<file path="src/hw/spi_frame_pkg.sv">
`default_nettype none

package spi_frame_pkg;

    ////////////////////////////////////////
    // Field widths
    ////////////////////////////////////////

    localparam int ADDRESS_WIDTH = 7;
    localparam int DATA_WIDTH    = 8;

    // Address, read/write bit, data
    localparam int FRAME_WIDTH   = ADDRESS_WIDTH + 1 + DATA_WIDTH;

    // One frame, seen as fields or as a raw shift word
    typedef union packed {
        struct packed {
            logic [ADDRESS_WIDTH-1:0] address;
            logic                     read_write;
            logic [DATA_WIDTH-1:0]    data;
        } fields;
        logic [FRAME_WIDTH-1:0] raw;
    } frame_t;

endpackage

`default_nettype wire

</file>
<file path="src/hw/spi_timing_pkg.sv">
`default_nettype none

package spi_timing_pkg;

    ////////////////////////////////////////
    // Sequencer states
    ////////////////////////////////////////

    typedef enum logic [1:0] {
        IDLE,
        SELECT,
        SHIFT,
        STOP
    } state_t;

    ////////////////////////////////////////
    // Bit steps
    ////////////////////////////////////////

    // 0 low half, 1 rising edge, 2 high half, 3 falling edge
    typedef logic [1:0] step_t;

    localparam int FRAME_STEPS = 4;

endpackage

`default_nettype wire

</file>
<file path="src/hw/spi_bit_timer.sv">
`timescale 1ns/1ps
`default_nettype none

module spi_bit_timer #(
    parameter int DIVIDER_WIDTH = 16
) (
    input  logic                       clock,
    input  logic                       reset_n,
    input  logic                       run,
    input  logic [DIVIDER_WIDTH-1:0]   divider,
    output logic                       tick,
    output spi_timing_pkg::step_t      step
);

    logic [DIVIDER_WIDTH-1:0] count;

    // Free running, one tick every divider+1 cycles
    assign tick = count >= divider;

    always_ff @(posedge clock) begin
        if (!reset_n) begin
            count <= '0;
        end else if (tick) begin
            count <= '0;
        end else begin
            count <= count + 1'b1;
        end
    end

    // Quarter of the current bit
    always_ff @(posedge clock) begin
        if (!reset_n) begin
            step <= '0;
        end else if (!run) begin
            step <= '0;
        end else if (tick) begin
            if (step == spi_timing_pkg::step_t'(spi_timing_pkg::FRAME_STEPS - 1)) begin
                step <= '0;
            end else begin
                step <= step + 1'b1;
            end
        end
    end

endmodule

`default_nettype wire

</file>
<file path="src/hw/spi_master.sv">
`timescale 1ns/1ps
`default_nettype none

module spi_master #(
    parameter int DIVIDER_WIDTH = 16
) (
    input  logic                                    clock,
    input  logic                                    reset_n,
    input  logic                                    enable,
    input  logic [spi_frame_pkg::ADDRESS_WIDTH-1:0] address,
    input  logic                                    read_write,
    input  logic [spi_frame_pkg::DATA_WIDTH-1:0]    data,
    input  logic                                    clock_phase,
    input  logic [DIVIDER_WIDTH-1:0]                divider,
    input  logic                                    master_in_slave_out,
    output logic                                    serial_clock,
    output logic                                    slave_select,
    output logic                                    master_out_slave_in,
    output logic                                    busy,
    output logic [spi_frame_pkg::DATA_WIDTH-1:0]    read_data
);

    logic                   run;
    logic                   tick;
    spi_timing_pkg::step_t  step;
    logic                   load;
    logic                   drive_bit;
    logic                   sample_bit;
    logic                   capture;

    ////////////////////////////////////////
    // Timing and control
    ////////////////////////////////////////

    spi_bit_timer #(
        .DIVIDER_WIDTH(DIVIDER_WIDTH)
    ) bit_timer (
        .clock   (clock),
        .reset_n (reset_n),
        .run     (run),
        .divider (divider),
        .tick    (tick),
        .step    (step)
    );

    spi_sequencer sequencer (
        .clock        (clock),
        .reset_n      (reset_n),
        .enable       (enable),
        .clock_phase  (clock_phase),
        .tick         (tick),
        .step         (step),
        .run          (run),
        .load         (load),
        .drive_bit    (drive_bit),
        .sample_bit   (sample_bit),
        .capture      (capture),
        .busy         (busy),
        .slave_select (slave_select),
        .serial_clock (serial_clock)
    );

    ////////////////////////////////////////
    // Datapath
    ////////////////////////////////////////

    spi_shift_transmit shift_transmit (
        .clock               (clock),
        .reset_n             (reset_n),
        .load                (load),
        .drive_bit           (drive_bit),
        .address             (address),
        .read_write          (read_write),
        .data                (data),
        .master_out_slave_in (master_out_slave_in)
    );

    spi_shift_receive shift_receive (
        .clock               (clock),
        .reset_n             (reset_n),
        .sample_bit          (sample_bit),
        .capture             (capture),
        .master_in_slave_out (master_in_slave_out),
        .read_data           (read_data)
    );

endmodule

`default_nettype wire

</file>
<file path="src/hw/spi_sequencer.sv">
`timescale 1ns/1ps
`default_nettype none

module spi_sequencer (
    input  logic                    clock,
    input  logic                    reset_n,
    input  logic                    enable,
    input  logic                    clock_phase,
    input  logic                    tick,
    input  spi_timing_pkg::step_t   step,
    output logic                    run,
    output logic                    load,
    output logic                    drive_bit,
    output logic                    sample_bit,
    output logic                    capture,
    output logic                    busy,
    output logic                    slave_select,
    output logic                    serial_clock
);

    localparam int BIT_COUNT_WIDTH = $clog2(spi_frame_pkg::FRAME_WIDTH);
    localparam logic [BIT_COUNT_WIDTH-1:0] LAST_BIT =
        BIT_COUNT_WIDTH'(spi_frame_pkg::FRAME_WIDTH - 1);

    spi_timing_pkg::state_t         state;
    logic                           saved_phase;
    logic [BIT_COUNT_WIDTH-1:0]     bit_count;
    logic                           shift_tick;
    logic                           stop_tick;
    logic                           last_bit;

    assign shift_tick = tick && (state == spi_timing_pkg::SHIFT);
    assign stop_tick  = tick && (state == spi_timing_pkg::STOP);
    assign last_bit   = bit_count == LAST_BIT;

    // Command accepted only while idle
    assign load = enable && !busy;

    // Step counter walks through SHIFT and STOP
    assign run = (state == spi_timing_pkg::SHIFT) || (state == spi_timing_pkg::STOP);

    assign capture = stop_tick && (step == spi_timing_pkg::step_t'(1));

    ////////////////////////////////////////
    // Drive and sample strobes
    ////////////////////////////////////////

    always_comb begin
        drive_bit  = 1'b0;
        sample_bit = 1'b0;

        // CPHA 0 puts the first bit out with select
        if (state == spi_timing_pkg::IDLE && busy && tick && !saved_phase) begin
            drive_bit = 1'b1;
        end

        if (shift_tick) begin
            case (step)
                spi_timing_pkg::step_t'(0): sample_bit = saved_phase && (bit_count != '0);
                spi_timing_pkg::step_t'(1): drive_bit  = saved_phase;
                spi_timing_pkg::step_t'(2): sample_bit = !saved_phase;
                default:                    drive_bit  = !saved_phase && !last_bit;
            endcase
        end

        // Last CPHA 1 bit arrives after the final falling edge
        if (stop_tick && step == spi_timing_pkg::step_t'(0)) begin
            sample_bit = saved_phase;
        end
    end

    ////////////////////////////////////////
    // State and line levels
    ////////////////////////////////////////

    always_ff @(posedge clock) begin
        if (!reset_n) begin
            state        <= spi_timing_pkg::IDLE;
            busy         <= 1'b0;
            slave_select <= 1'b1;
            serial_clock <= 1'b0;
            saved_phase  <= 1'b0;
            bit_count    <= '0;
        end else begin
            case (state)
                spi_timing_pkg::IDLE: begin
                    if (load) begin
                        busy        <= 1'b1;
                        saved_phase <= clock_phase;
                    end else if (busy && tick) begin
                        state        <= spi_timing_pkg::SELECT;
                        slave_select <= 1'b0;
                    end
                end
                spi_timing_pkg::SELECT: begin
                    if (tick) begin
                        state <= spi_timing_pkg::SHIFT;
                    end
                end
                spi_timing_pkg::SHIFT: begin
                    if (tick && step == spi_timing_pkg::step_t'(1)) begin
                        serial_clock <= 1'b1;
                    end
                    if (tick && step == spi_timing_pkg::step_t'(3)) begin
                        serial_clock <= 1'b0;
                        bit_count    <= bit_count + 1'b1;
                        if (last_bit) begin
                            state <= spi_timing_pkg::STOP;
                        end
                    end
                end
                default: begin
                    if (tick && step == spi_timing_pkg::step_t'(1)) begin
                        slave_select <= 1'b1;
                    end
                    if (tick && step == spi_timing_pkg::step_t'(3)) begin
                        busy  <= 1'b0;
                        state <= spi_timing_pkg::IDLE;
                    end
                end
            endcase
        end
    end

endmodule

`default_nettype wire

</file>
<file path="src/hw/spi_shift_receive.sv">
`timescale 1ns/1ps
`default_nettype none

module spi_shift_receive (
    input  logic                                    clock,
    input  logic                                    reset_n,
    input  logic                                    sample_bit,
    input  logic                                    capture,
    input  logic                                    master_in_slave_out,
    output logic [spi_frame_pkg::DATA_WIDTH-1:0]    read_data
);

    spi_frame_pkg::frame_t frame;

    // Incoming frame, first bit ends up on top
    always_ff @(posedge clock) begin
        if (sample_bit) begin
            frame.raw <= {frame.raw[spi_frame_pkg::FRAME_WIDTH-2:0], master_in_slave_out};
        end
    end

    // Only the data field is handed to the host
    always_ff @(posedge clock) begin
        if (!reset_n) begin
            read_data <= '0;
        end else if (capture) begin
            read_data <= frame.fields.data;
        end
    end

endmodule

`default_nettype wire

</file>
<file path="src/hw/spi_shift_transmit.sv">
`timescale 1ns/1ps
`default_nettype none

module spi_shift_transmit (
    input  logic                                    clock,
    input  logic                                    reset_n,
    input  logic                                    load,
    input  logic                                    drive_bit,
    input  logic [spi_frame_pkg::ADDRESS_WIDTH-1:0] address,
    input  logic                                    read_write,
    input  logic [spi_frame_pkg::DATA_WIDTH-1:0]    data,
    output logic                                    master_out_slave_in
);

    spi_frame_pkg::frame_t frame;

    // Build from fields, shift out through the raw view
    always_ff @(posedge clock) begin
        if (load) begin
            frame.fields.address    <= address;
            frame.fields.read_write <= read_write;
            frame.fields.data       <= data;
        end else if (drive_bit) begin
            frame.raw <= {frame.raw[spi_frame_pkg::FRAME_WIDTH-2:0], 1'b0};
        end
    end

    // MSB first
    always_ff @(posedge clock) begin
        if (!reset_n) begin
            master_out_slave_in <= 1'b0;
        end else if (drive_bit) begin
            master_out_slave_in <= frame.raw[spi_frame_pkg::FRAME_WIDTH-1];
        end
    end

endmodule

`default_nettype wire

</file>
<file path="config.mk">
export PLATFORM = sky130hd
export DESIGN_NAME = spi_master
export DESIGN_NICKNAME = d
export VERILOG_FILES = /design/src/hw/spi_frame_pkg.sv /design/src/hw/spi_timing_pkg.sv /design/src/hw/spi_bit_timer.sv /design/src/hw/spi_master.sv /design/src/hw/spi_sequencer.sv /design/src/hw/spi_shift_receive.sv /design/src/hw/spi_shift_transmit.sv
export SDC_FILE = /design/constraint.sdc
export NUM_CORES = 1
export LEC_CHECK = 0
export BUFFER_PORTS_ARGS = -buffer_cell sky130_fd_sc_hd__buf_2
export CORE_MARGIN = 10
export CORE_UTILIZATION = 50
export CTS_BUF_LIST = sky130_fd_sc_hd__clkbuf_4
export DETAILED_ROUTE_END_ITERATION = 12
export PLACE_DENSITY_LB_ADDON = 0.15
export SLEW_MARGIN = 20
export SYNTH_ARGS = -nofsm -noshare
export SYNTH_HDL_FRONTEND = slang
export SYNTH_SLANG_ARGS = --single-unit
</file>
<file path="constraint.sdc">
create_clock -name clock -period 2.2 [get_ports clock]
set_input_delay 0.11 -clock clock [delete_from_list [all_inputs] [get_ports clock]]
set_output_delay 0.11 -clock clock [all_outputs]
set_load 0.01 [all_outputs]
</file>
# Word-level counts from Yosys, hierarchy flattened
# Index checks and enable logic that the tools add are counted.
[classes] add_sub_neg=3 magnitude_cmp=1 n_eq_ne=13 n_mux=24 bitwise_logic=2 reduce_logical=35
[ops] op="two-way mux 16 bit" count=2
[ops] op="adder 16 x 1 -> 16 bit, second input constant" count=1
[ops] op="greater-or-equal comparator 16 bit" count=1
[ops] op="two-way mux 2 bit" count=7
[ops] op="logical AND 1 bit" count=13
[ops] op="two-way mux 1 bit" count=10
[ops] op="equality test 2 bit, second input constant" count=4
[ops] op="!= test 2 bit, second input constant" count=4
[ops] op="case mux 1 bit (2 select lines)" count=4
[ops] op="AND reduction 2 bit" count=4
[ops] op="nonzero test 2 bit" count=4
[ops] op="case mux 2 bit (3 select lines)" count=1
[ops] op="AND reduction 6 bit" count=1
[ops] op="OR reduction 2 bit" count=3
[ops] op="adder 4 x 1 -> 4 bit, second input constant" count=1
[ops] op="equality test 2 x 1 -> 1 bit, second input constant" count=2
[ops] op="equality test 4 bit, second input constant" count=1
[ops] op="zero test 2 bit" count=2
[ops] op="!= test 2 x 1 -> 1 bit, second input constant" count=2
[ops] op="AND reduction 4 bit" count=1
[ops] op="nonzero test 4 bit" count=1
[ops] op="zero test 1 bit" count=3
[ops] op="AND reduction 3 bit" count=1
[ops] op="nonzero test 3 bit" count=1
[ops] op="3 further kinds" count=4
[word_totals] reg_bits=61 input_bits=37

# Longest topological paths before layout
# Gate-level depths: netlist of the first run.
[logic_depth] ltp_word=9 ltp_mapped=9

# Modules after synthesis
# Synthesis of the first run repeated with hierarchy kept, for this count alone.
[unflattened] hier_cells=294 area_unflattened_um2=3223.1
[modules_own_cells] module="spi_bit_timer" n_inst=1 cells_each=143 area_per_inst_um2=1266.2
[modules_own_cells] module="spi_shift_transmit" n_inst=1 cells_each=38 area_per_inst_um2=760.7
[modules_own_cells] module="spi_sequencer" n_inst=1 cells_each=80 area_per_inst_um2=654.4
[modules_own_cells] module="spi_shift_receive" n_inst=1 cells_each=33 area_per_inst_um2=541.8

# Worst setup path before layout of the first run
# Ideal clock, no wire load.
[synth_timing] kind="register to register" from="reg bit_timer.count[13]" to="reg shift_transmit.frame[0] (netlist name) (enable)" setup_time_ps=334 arrival_ps=1976 slack_ps=-110 path_stages_with_launch=8 path_buffers=1 synth_period_minus_slack_ps=2310 cell_sequence="dfxtp_1 ha_1 nand2_2 nor4_4 o311ai_2 buf_6 a32oi_1 or2_2"
[synth_between] elab_chain_cells=7 elab_cells_between_ends=8
[synth_rtl] item="start: declaration" line="spi_bit_timer.sv:15" text="logic [DIVIDER_WIDTH-1:0] count;"
[synth_rtl] item="start signal: assignment" line="spi_bit_timer.sv:26" text="count <= count + 1'b1;"
[synth_rtl] item="greater-or-equal comparator 16 bit (*)" line="spi_bit_timer.sv:18" text="assign tick = count >= divider;"
[synth_rtl] item="logical AND 1 bit (2 in a row)" line="spi_sequencer.sv:53" text="if (state == spi_timing_pkg::IDLE && busy && tick && !saved_phase) begin"
[synth_rtl] item="two-way mux 1 bit" line="spi_sequencer.sv:53"
[synth_rtl] item="case mux 1 bit (2 select lines)" line="spi_sequencer.sv:58" text="case (step)"
[synth_rtl] item="two-way mux 1 bit (*)" line="spi_sequencer.sv:57" text="if (shift_tick) begin"
[synth_rtl] item="nonzero test 2 bit (no line) (*)"
[synth_rtl] item="end: declaration" line="spi_shift_transmit.sv:15" text="spi_frame_pkg::frame_t frame;"
# Mark *: on every way between the ends. The rest lies on a longest branch, timed or not.
# A chain may end at the register's enable or synchronous reset.

# Worst setup path after layout of the first run
[layout_timing] from="reg bit_timer.count[1]" to="reg sequencer.state[0]"
[layout_between] elab_chain_cells=4 elab_cells_between_ends=8
[layout_rtl] item="greater-or-equal comparator 16 bit (*)" line="spi_bit_timer.sv:18"
[layout_rtl] item="logical AND 1 bit (on tied branches)" line="spi_sequencer.sv:104, spi_sequencer.sv:116, spi_sequencer.sv:90"
[layout_rtl] item="!= test 2 bit (no line) or nonzero test 3 bit (tied branches)"
[layout_rtl] item="AND reduction 6 bit (no line) (*)"
[layout_rtl] item="end signal: assignment" line="spi_sequencer.sv:97" text="state <= spi_timing_pkg::SHIFT;"
[layout_rtl] item="end signal: assignment" line="spi_sequencer.sv:108" text="state <= spi_timing_pkg::STOP;"
[layout_rtl] item="end signal: assignment" line="spi_sequencer.sv:118" text="state <= spi_timing_pkg::IDLE;"
[layout_rtl] item="end: declaration" line="spi_sequencer.sv:25" text="spi_timing_pkg::state_t state;"
# Marks and branches as above.

==> run summary, run 1 <==
The flow ran to the end, and the final reports show no timing, DRC or antenna violations. The worst setup path is of the reg -> reg kind. In the synthesized netlist the dominant register cell turns out to be sky130_fd_sc_hd__dfxtp_1. The gate count after technology mapping was 316; the starting DRC count in detailed routing was 91.

At the end of routability-driven placement, the weighted congestion stood at 0.888. The overall track demand over capacity in global routing was 14.3%. The analysis attributes to cell leakage a power of 0.00172 uW. The number of placement rows is 29, and the number of global-route vias before repair is 2527. The count of flip-flops with a built-in enable after synthesis was 24; the worst path required time was 2.55 ns.

The post-route non-filler standard cell count was 483; the initial antenna violation count was 0. After routing the design area is 0.00409 mm^2. The mean cell area of the mapped netlist works out to 10.3 um^2. For the count of pins on the block boundary, the log shows 49.

After synthesis the netlist holds a flip-flop and latch count of 61. Using the TritonRoute via totals, the vias-per-cell ratio works out to 5.30. The logs give 5010 um for the post-detailed-placement half-perimeter wirelength and 0 for the final count of negative-setup-slack endpoints.

The tools report the number of H-tree levels as 3. The number of nets still failing antenna checks after routing is 0, and the area of the die is 0.0101 mm^2. The die is 101 um wide. Once the floorplan was initialized, standard cells occupied 51.3% of the core.

For the wire length of the first global-routing pass, the log shows 11700 um. The netlist uses 49 different library cells. STA puts the critical path data arrival time at 2.51 ns. The clock tree root driver cell was sky130_fd_sc_hd__clkbuf_4. TritonCTS built the clock tree. The run gives 2 as the buffer levels on the longest clock path. The minimum clock period is 2.16 ns. Setup repair after global routing could not meet its margin everywhere.

In the post-route analysis, the smallest setup slack over all paths is 0.0435 ns. The first detailed-routing pass took 4 iterations. The tools report the worst setup slack after placement as 0.00718 ns. The critical path launch point type is a flop. The post-synth net total was 380.

In this run the standard cell core region covers 0.00635 mm^2. The path class of the tightest hold or removal check is in -> reg. For the headroom to the max-slew limit, the log shows 64.9%.

Across the run, the number of max-cap violations was 0. The run gives 0 as the number of design rule violations left after detail routing. The detailed-route wire length came out at 7150 um.

The number of instances in the placed design is 447. The library cells used most frequently in the layout, excluding fill and tap cells, are sky130_fd_sc_hd__buf_2, sky130_fd_sc_hd__nand2_1, sky130_fd_sc_hd__dfxtp_1, sky130_fd_sc_hd__inv_1. VDD sags by at most 0.520 mV. The total CTS buffers is 9. Cells fill 64.5% of the core in the end. Number of pins with negative max-slew slack in the final report: 0.

The pin count of the biggest net entering global routing was 35. Die span in y: 101 um. Buffers placed on the I/O ports in this run total 48. Of the cells placed in the final design, the portion with a size suffix greater than 1 is 29.8%. The clock skew after layout was 0.0207 ns. The Yosys step of the flow raised 0 warnings.

The final hold violation count was 0. In this run the worst path has a maximum fanout of 5. In this run the power density over the cells is 539 mW/mm^2. The fraction of registers with async set/reset is 0%, and the placed standard-cell area is 0.00372 mm^2.

The tools report the number of clock sinks as 61. On the final layout, the worst hold slack is 0.0283 ns. The final cycle utilization of the critical path works out to 98.0%. The commonest non-fill, non-tap cell in the layout was sky130_fd_sc_hd__buf_2.

Sequential cells were found to cover 44.9% of the synthesized design area. For the clock latency reported for the late side of the worst-skew pair, the log shows 0.41 ns. The clock input transition at the sequential cells of the worst setup and hold paths works out to 0.11 ns.

The netlist area before placement was 0.00325 mm^2. The logs give 465 for the post-layout net count and 464 MHz for the upper clock frequency limit. STA classifies the critical path endpoint as a flop. Dividing the detail-routed wire length by the instance count gives 14.8 um.

The logs give 0 for the aggregate global routing overflow and 0 for the count of inserted antenna diode cells. From synthesis to final layout, the design area changed by 25.8%. The number of vias in the routed layout is 2558, and the slew at the pin closest to its max-slew limit is 0.520 ns.
sequential cells by signal, indices dropped and copies added, names as in the netlist, 2 cells and up:
| name | count |
|---|---|
| bit_timer.step | 2 |
| shift_transmit.frame | 16 |
| shift_receive.frame | 8 |
| sequencer.state | 2 |
| sequencer.bit_count | 4 |
| shift_receive.read_data | 8 |
| bit_timer.count | 16 |
metal layers:
layer	track usage (%)	wire length [um]
met4	5.00	117
met1	17.4	3320
met2	22.4	3250
met5	0	0
met3	5.42	455
area by class of cell:
class | instances | area [um^2]
inverter | 25 | 93.8
sequential | 61 | 1470
multi-input combinational | 221 | 1750
fill | 504 | 2260
timing repair buffer | 83 | 559
tap | 77 | 96.3
clock inverter | 6 | 55.1
clock buffer | 10 | 75.1
path summary, 6_finish.rpt:
path                                            startpoint                         end  slack, ns  cells past startpoint
worst max-delay path                    bit_timer.count[1]          sequencer.state[0]       0.04                      6
worst max register to register          bit_timer.count[1]          sequencer.state[0]       0.04                      6
worst min-delay path                            address[5]    shift_transmit.frame[14]       0.03                      2
worst min register to register  shift_receive.read_data[0]  shift_receive.read_data[0]       0.46                      2
worst max-delay path, cell delays in order (launching register included):
cell and delay (ns):
sky130_fd_sc_hd__dfxtp_1 0.35, sky130_fd_sc_hd__ha_1 0.29, sky130_fd_sc_hd__nor2b_1 0.14, sky130_fd_sc_hd__o211a_1 0.24, sky130_fd_sc_hd__o311a_2 0.45, sky130_fd_sc_hd__o311ai_1 0.42
sky130_fd_sc_hd__o211a_1 0.21
per-stage QoR:
stage | power, uW | TNS, ns
after floorplan | 1360 | 0
after global placement | 1420 | 0
after detailed placement | 1420 | 0
after CTS | 2220 | -0.0564
after global routing | 2280 | -0.218
final | 2210 | 0
cell usage after synthesis (all sizes together), types with 10 or more instances:
cell     n  area, um^2
inv     25        93.8
nand4   10        77.6
nand3   11        55.1
mux2    15         169
mux2i   14         140
a21oi   10        50.1
dfxtp   37         741
xor2    10        87.6
ha      27         338
nor2    24        90.1
edfxtp  24         721
nand2   41         159
kinds of logic (layout without fill, tap and decap cells):
kind of cell,Yosys count,count (layout),synth area share (%)
adder cells (fa/ha/maj),27,27,10.4
flip-flops,61,61,44.9
XOR/XNOR,14,14,3.77
multiplexers,29,29,9.50
AND/OR/NAND/NOR,105,107,16.2
AO/OA/AOI/OAI,44,44,10.3
buffers and inverters,36,124,4.92
power by group:
part           internal (uW)  leakage, uW  switching [uW]  total [uW]
clock                    348    0.0000712             437         785
sequential              1210     0.000526            13.0        1220
combinational            108      0.00112            93.9         202
what timing repair did:
action                                  in CTS  in global routing
gates resized for setup                      0                  8
pin swaps                                    0                  4
endpoints found under the setup margin       9                 40
hold buffers                                16                  0
endpoints found under the hold margin       16                  0
cloned                                       0                  2
buffers inserted                             1                  1
Note: power is estimated with default switching activity, not from simulation.
==> run 2: changes to the inputs <==
==> constraint.sdc (replaced) <==
create_clock -name clock -period 2.2 [get_ports clock]
set_input_delay 0.33 -clock clock [delete_from_list [all_inputs] [get_ports clock]]
set_output_delay 0.33 -clock clock [all_outputs]
set_load 0.01 [all_outputs]
==> run 2 against run 1 <==
Effect of this change: clock skew rose by 0.0013 ns; combinational power barely moved; critical path depth rose by 2; die area did not move; highest routed layer unchanged; final cell count fell by 0.41%; global-route usage fell by 0.54 points; sequential power barely moved; largest cell class unchanged.
==> run summary, run 2 (same netlist as run 1, synthesis figures left out) <==
The run finished with clean final reports. The critical hold path startpoint was master_in_slave_out (was address[5]). The clock latency reported for the late side of the worst-skew pair was 0.41 ns (about the same); the final hold violation count was 0 (unchanged). The clock skew after layout was 0.0220 ns (was 0.0207 ns).

The endpoint class of the critical path is a flop (unchanged). The tools report the worst-case hold path end point as shift_receive.frame[0] (was shift_transmit.frame[14]). The tools report the sequential standard cell area as 0.00147 mm^2 (unchanged). The launching element of the worst setup path was bit_timer.count[9] (was bit_timer.count[1]). The area growth from synthesis to final layout came out at 25.0% (was 25.8%). The width of the chip is 101 um (unchanged), and the hold buffer count at CTS is 0 (was 16). The buffer levels on the longest clock path is 2 (unchanged), and the depth of the worst register-to-register path is 8 (was 6).

TritonCTS built the clock tree. Number of placement rows: 29 (unchanged). The tools report the number of instances in the placed design as 462 (was 447). The logs give 2568 (was 2558) for the number of vias in the routed layout and 51.3% (unchanged) for the starting utilization of the core area.

The capture instance of the worst register-to-register path was shift_transmit.frame[14] (was sequencer.state[0]). The power density over cell area was 512 mW/mm^2 (was 539 mW/mm^2). The type of the most critical hold path was in -> reg (unchanged).

The layout cell share with drive strength beyond 1 was 35.1% (was 29.8%). For the number of global-route vias before repair, the log shows 2509 (was 2527). The critical path launch point type was a flop (unchanged). Number of pins with negative max-slew slack in the final report: 0 (unchanged). Worst reg2reg path startpoint: bit_timer.count[9] (was bit_timer.count[1]). The logs give 0.456 mV (was 0.520 mV) for the peak supply drop and 4990 um (was 5010 um) for the post-detailed-placement half-perimeter wirelength.

The logs give 463 (was 465) for the post-layout net count and 0.00179 mm^2 (was 0.00175 mm^2) for the area taken by multi-input logic gates. The tools report the clock tree root driver cell as sky130_fd_sc_hd__clkbuf_4 (unchanged). The tools report the headroom to the max-slew limit as 78.1% (was 64.9%). The slew at the pin closest to its max-slew limit was 0.325 ns (was 0.520 ns); the worst path required time was 2.30 ns (was 2.55 ns). The tools report the pin count of the biggest net entering global routing as 36 (was 35). The minimum clock period was 2.15 ns (was 2.16 ns).

The number of nets still failing antenna checks after routing is 0 (unchanged), and the aggregate negative setup slack is 0 ns (unchanged). The run gives 0.00635 mm^2 (unchanged) as the total core area. The layout filler cell count was 540 (was 504). The count of pins on the block boundary came out at 49 (unchanged). The logs give 0 (unchanged) for the final count of negative-setup-slack endpoints and 0.865 (was 0.888) for the weighted congestion reported at the end of routability-driven placement. The startpoint-to-endpoint class of the critical path is reg -> reg (unchanged). The tools report the least setup slack across all paths after layout as 0.0505 ns (was 0.0435 ns).

The largest fanout of any net on the critical path was 8 (was 5). The post-detailed-route via-to-cell ratio works out to 5.34 (was 5.30). The arrival time reported for the critical path endpoint came out at 2.25 ns (was 2.51 ns). The commonest non-fill, non-tap cell in the layout is sky130_fd_sc_hd__buf_2 (unchanged). The internal reg-to-reg setup slack came out at 0.05 ns (was 0.04 ns). The post-route non-filler standard cell count is 481 (was 483).

The run gives 0.0101 mm^2 (unchanged) as the area of the die. The worst setup slack after placement is -0.198 ns (was 0.00718 ns). Setup repair after global routing could not meet its margin everywhere. Regs by FF count: bit_timer.count x16, shift_transmit.frame x16 (unchanged). The detailed-router iteration count before antenna repair was 5 (was 4). The total CTS buffers was 9 (unchanged); the hold path depth was 1 (was 2).

The die span in y was 101 um (unchanged); the overall track demand over capacity in global routing was 13.7% (was 14.3%). The final total power came out at 2080 uW (was 2210 uW). The clock input transition at the sequential cells of the worst setup and hold paths came out at 0.12 ns (was 0.11 ns). The run gives 0.125 ns (was 0.0283 ns) as the post-route worst hold slack. The detailed-route wire length was 6880 um (was 7150 um); the number of design rule violations left after detail routing was 0 (unchanged). The run gives 3 (unchanged) as the number of H-tree levels. Most frequent cells in the layout: sky130_fd_sc_hd__buf_2, sky130_fd_sc_hd__nand2_1, sky130_fd_sc_hd__dfxtp_1, sky130_fd_sc_hd__buf_4 (was sky130_fd_sc_hd__buf_2, sky130_fd_sc_hd__nand2_1, sky130_fd_sc_hd__dfxtp_1, sky130_fd_sc_hd__inv_1).

The average wire length per cell after detail routing came out at 14.3 um (was 14.8 um). The number of buffer cells added on primary ports was 48 (unchanged); the number of clock sinks was 61 (unchanged). The upper clock frequency limit was 465 MHz (was 464 MHz).

The total of max-cap violations was 0 (unchanged); the initial antenna violation count was 0 (unchanged). The final cycle utilization of the critical path came out at 97.7% (was 98.0%). The logs give 0 (unchanged) for the count of inserted antenna diode cells and 0.00170 uW (was 0.00172 uW) for the reported leakage power. The wire length of the first global-routing pass was 11400 um (was 11700 um); the aggregate global routing overflow was 0 (unchanged).

The tools report the starting DRC count in detailed routing as 124 (was 91).
[run 2: cell count changes in the layout (fill, tap and decap cells not counted), moves of 2 or more]
cell | before | now
sky130_fd_sc_hd__inv_1 | 25 | 21
sky130_fd_sc_hd__ha_1 | 23 | 21
sky130_fd_sc_hd__nand2_4 | 0 | 2
sky130_fd_sc_hd__dlygate4sd3_1 | 16 | 0
sky130_fd_sc_hd__ha_4 | 4 | 6
sky130_fd_sc_hd__inv_2 | 0 | 4
sky130_fd_sc_hd__buf_4 | 17 | 30
[run 2: worst max path at each step]
| stage | endpoint | slack, ns | cells after the start |
|---|---|---|---|
| after floorplan | shift_transmit.frame[0] | 0.007 | 8 |
| after global placement | shift_receive.frame[1] | -0.12 | 9 |
| after detailed placement | shift_receive.frame[7] | -0.20 | 9 |
| after CTS | shift_transmit.frame[14] | -0.01 | 7 |
| after global routing | shift_transmit.frame[14] | -0.04 | 8 |
| final | shift_transmit.frame[14] | 0.05 | 8 |
[run 2: what timing repair did]
| action | in CTS | in global routing |
|---|---|---|
| pin swaps | 1 | 2 |
| setup buffers | 0 | 1 |
| hold endpoints to repair | 0 | 0 |
| resized for setup | 2 | 10 |
| cloned | 0 | 2 |
| endpoints found under the setup margin | 24 | 50 |
[run 2: critical path, cell delays in order (launching register included)]
cell	delay [ns]
sky130_fd_sc_hd__dfxtp_2	0.36
sky130_fd_sc_hd__ha_4	0.27
sky130_fd_sc_hd__nand2_4	0.05
sky130_fd_sc_hd__nor4_4	0.26
sky130_fd_sc_hd__buf_4	0.18
sky130_fd_sc_hd__buf_4	0.11
sky130_fd_sc_hd__a22oi_2	0.07
sky130_fd_sc_hd__a32oi_2	0.29
sky130_fd_sc_hd__or2_4	0.25
[run 2: report_power, final]
| part | internal, uW | switching, uW | leakage, uW |
|---|---|---|---|
| clock | 250 | 416 | 0.0000603 |
| sequential | 1210 | 12.1 | 0.000526 |
| combinational | 102 | 97.1 | 0.00112 |
| total | 1560 | 525 | 0.00170 |
[run 2: final cells by class]
cell class / count / area share [%]
multi-input cells: 221 / 44.0
flip-flops and latches: 61 / 36.1
repair buffers: 81 / 12.5
well taps: 77 / 2.37
inverters: 25 / 2.31
clock buffers: 11 / 2.03
clock inverters: 5 / 0.708
[run 2: stage by stage]
step	util, %	cell area [um^2]
6_report	64.0	4070
5_1_grt	64.0	4070
4_1_cts	62.9	3990
3_5_place_dp	60.9	3870
3_3_place_gp	60.9	3870
2_1_floorplan	-	3350
[run 2: layer usage]
layer | track usage [%] | share of wire (%) | vias to the layer above | routed length (um)
met2 | 21.2 | 47 | 51 | 3250
li1 | - | - | 1301 | -
met4 | 5.22 | 1.3 | 0 | 87
met3 | 5.08 | 6.4 | 7 | 439
met5 | 0 | 0 | - | 0
met1 | 17.0 | 45 | 1209 | 3110
==> run 3: changes to the inputs <==
--- a/config.mk
+++ b/config.mk
@@ -6,7 +6,7 @@
 export NUM_CORES = 1
 export LEC_CHECK = 0
 export BUFFER_PORTS_ARGS = -buffer_cell sky130_fd_sc_hd__buf_2
-export CORE_MARGIN = 10
+export CORE_MARGIN = 2
 export CORE_UTILIZATION = 50
 export CTS_BUF_LIST = sky130_fd_sc_hd__clkbuf_4
 export DETAILED_ROUTE_END_ITERATION = 12
==> constraint.sdc (replaced) <==
create_clock -name clock -period 2.45 [get_ports clock]
set_input_delay 0.3675 -clock clock [delete_from_list [all_inputs] [get_ports clock]]
set_output_delay 0.3675 -clock clock [all_outputs]
set_load 0.01 [all_outputs]
==> run 3 against run 2 <==
Effect of this change: highest routed layer unchanged; register-to-register slack gained 0.13 ns; clock power grew 11%; count of clock-buffer cells in the layout shrank 2; die area shrank 29%; via count shrank 3.0%; sequential share of layout area grew 1.7 points; non-clock buffer count shrank 10; sequential cell count is the same.
==> run summary, run 3 (same netlist as run 1, synthesis figures left out) <==
The layer with the highest usage was met2 (unchanged). The run gives 0.429 mV (was 0.456 mV) as the peak supply drop. The most common cell type on the critical path was sky130_fd_sc_hd__buf_4 (unchanged). The aggregate global routing overflow is 0 (unchanged). The upper clock frequency limit is 442 MHz (was 465 MHz). The final total power came out at 1990 uW (was 2080 uW). The hold buffer count at CTS is 0 (unchanged), and the delay of the slowest cell on the worst path is 0.36 ns (about the same). Type of the most critical hold path: in -> reg (unchanged). The met1 usage in global routing was 24.7% (was 17.0%).

The minimum clock period is 2.26 ns (was 2.15 ns). The number of buffer and inverter stages on the critical path came out at 2 (unchanged). The weighted congestion reported at the end of routability-driven placement came out at 0.775 (was 0.865). The tools report the count of pins on the block boundary as 49 (unchanged). The power density over cell area works out to 515 mW/mm^2 (was 512 mW/mm^2). Worst-path cell with the longest stage delay: sky130_fd_sc_hd__dfxtp_1 (was sky130_fd_sc_hd__dfxtp_2). The worst path required time was 2.78 ns (was 2.30 ns). The initial antenna violation count was 0 (unchanged). The flow ran to the end, and the final reports show no timing, DRC or antenna violations.

Final hold violation count: 0 (unchanged). The startpoint-to-endpoint class of the critical path was reg -> reg (unchanged). The number of design rule violations left after detail routing came out at 0 (unchanged).

Headroom to the max-slew limit: 65.4% (was 78.1%). The final cycle utilization of the critical path was 92.4% (was 97.7%); the final count of negative-setup-slack endpoints was 0 (unchanged). The tools report the total CTS buffers as 9 (unchanged). The largest delay contributor family on the critical path is compound AO/OA/AOI/OAI gates (was simple AND/OR/NAND/NOR gates). The run gives 5 (unchanged) as the detailed-router iteration count before antenna repair. The tools report the number of H-tree levels as 3 (unchanged). The commonest non-fill, non-tap cell in the layout was sky130_fd_sc_hd__buf_2 (unchanged). The endpoint class of the critical path was a flop (unchanged).

The number of vias in the routed layout was 2490 (was 2568). For the total of max-cap violations, the log shows 0 (unchanged). The starting utilization of the core area is 51.5% (was 51.3%), and the area growth from synthesis to final layout is 18.9% (was 25.0%).

For the detailed-route wire length, the log shows 6420 um (was 6880 um). Critical path, cell by cell: ha_1 -> nand2_2 -> nor4_4 -> buf_4 -> o311ai_2 -> buf_4 -> a31oi_4 -> mux2i_1 (was ha_4 -> nand2_4 -> nor4_4 -> buf_4 -> buf_4 -> a22oi_2 -> a32oi_2 -> or2_4). The tools report the number of pins with negative max-slew slack in the final report as 0 (unchanged). The arrival time reported for the critical path endpoint was 2.60 ns (was 2.25 ns); the reported leakage power was 0.00166 uW (was 0.00170 uW). The post-layout net count was 451 (was 463); the met2 track utilization from global routing was 31.0% (was 21.2%).

The average wire length per cell after detail routing came out at 13.7 um (was 14.3 um). The layout cell share with drive strength beyond 1 was 29.1% (was 35.1%). The die span in y came out at 84.7 um (was 101 um). The tools report the starting DRC count in detailed routing as 113 (was 124).

TritonCTS built the clock tree. The logs give 4840 um (was 4990 um) for the post-detailed-placement half-perimeter wirelength and 0 (unchanged) for the number of nets still failing antenna checks after routing. The tools report the count of inserted antenna diode cells as 0 (unchanged). The clock tree root driver cell was sky130_fd_sc_hd__clkbuf_4 (unchanged).

The tools report the global-route met3 utilization as 6.49% (was 5.08%). The run gives 0.42 ns (was 0.41 ns) as the clock latency reported for the late side of the worst-skew pair. Critical path launch point type: a flop (unchanged). The pin count of the biggest net entering global routing was 37 (was 36); the number of buffer cells added on primary ports was 48 (unchanged). The clock skew after layout was 0.0174 ns (was 0.0220 ns); the width of the chip was 84.7 um (was 101 um). The tools report the number of global-route vias before repair as 2424 (was 2509). Regs by FF count: bit_timer.count x16, shift_transmit.frame x16 (unchanged). The wire length of the first global-routing pass was 10900 um (was 11400 um); the total core area was 0.00631 mm^2 (was 0.00635 mm^2). The post-detailed-route via-to-cell ratio was 5.31 (was 5.34). The area of the die is 0.00717 mm^2 (was 0.0101 mm^2). Setup repair after global routing left no endpoint under its margin. The logs give 61.3% (was 64.0%) for the post-layout utilization of the core and 2 (unchanged) for the buffer levels on the longest clock path.

The slew at the pin closest to its max-slew limit was 0.519 ns (was 0.325 ns). The clock input transition at the sequential cells of the worst setup and hold paths works out to 0.13 ns (was 0.12 ns). Most frequent cells in the layout: sky130_fd_sc_hd__buf_2, sky130_fd_sc_hd__nand2_1, sky130_fd_sc_hd__dfxtp_1, sky130_fd_sc_hd__ha_1, sky130_fd_sc_hd__inv_1 (was sky130_fd_sc_hd__buf_2, sky130_fd_sc_hd__nand2_1, sky130_fd_sc_hd__dfxtp_1, sky130_fd_sc_hd__buf_4).

The number of clock sinks was 61 (unchanged); the number of placement rows was 29 (unchanged). The largest fanout of any net on the critical path works out to 10 (was 8). The overall track demand over capacity in global routing is 19.2% (was 13.7%).
-- run 3: changes by cell type in the layout (fill, tap and decap cells not counted), sizes merged --
cell	delta
inv	+3
or2	-1
clkbuf	-2
bufinv	+1
nand4	-1
buf	-10
clkinv	-2
-- run 3: layout make-up --
class | count | area (um^2)
Clock inverter | 7 | 80.1
Multi-Input combinational cell | 219 | 1640
Clock buffer | 9 | 67.6
Inverter | 25 | 93.8
Fill cell | 552 | 2440
Tap cell | 77 | 96.3
Timing Repair Buffer | 71 | 425
Sequential cell | 61 | 1460
-- run 3: power by group --
part | leakage, uW | total, uW | internal (uW) | switching (uW)
clock | 0.0000735 | 736 | 322 | 414
sequential | 0.000524 | 1090 | 1080 | 10.7
combinational | 0.00107 | 162 | 83.0 | 79.4
total | 0.00166 | 1990 | 1490 | 504
-- run 3: worst register-to-register path: cells and delay by family (launching register included) --
kind,cells,cell delay [ns]
compound gates,2,0.46
simple gates,2,0.40
buf+inv,2,0.38
flops,1,0.36
fa+ha+maj,1,0.32
mux,1,0.26
-- run 3: per-layer routing --
layer | share of wire, % | up-vias
met1 | 46 | 1153
met5 | 0 | -
li1 | - | 1274
met4 | 1.0 | 0
met2 | 47 | 57
met3 | 5.3 | 6
-- run 3: what timing repair did --
action	in CTS	in global routing
buffers inserted	0	0
endpoints found under the setup margin	4	7
resized for setup	1	1
-- run 3: final timing paths --
path / cells past startpoint / slack, ns / start / end
max reg2reg: 8 / 0.19 / bit_timer.count[13] / shift_receive.read_data[7]
max: 8 / 0.19 / bit_timer.count[13] / shift_receive.read_data[7]
min: 1 / 0.12 / master_in_slave_out / shift_receive.frame[0]
min reg2reg: 2 / 0.46 / shift_receive.read_data[6] / shift_receive.read_data[6]
-- run 3: per-stage QoR --
stage	cells	worst slack (ns)	hold WS, ns	setup TNS [ns]	cell area, um^2
final	469	0.185	0.116	0	3870
after global routing	469	0.0303	0.0775	0	3870
after CTS	469	0.148	0.0885	0	3860
after detailed placement	453	-0.119	0.439	-0.946	3710
after global placement	453	0.00956	0.437	0	3710
after floorplan	316	0.0426	0.425	0	3250
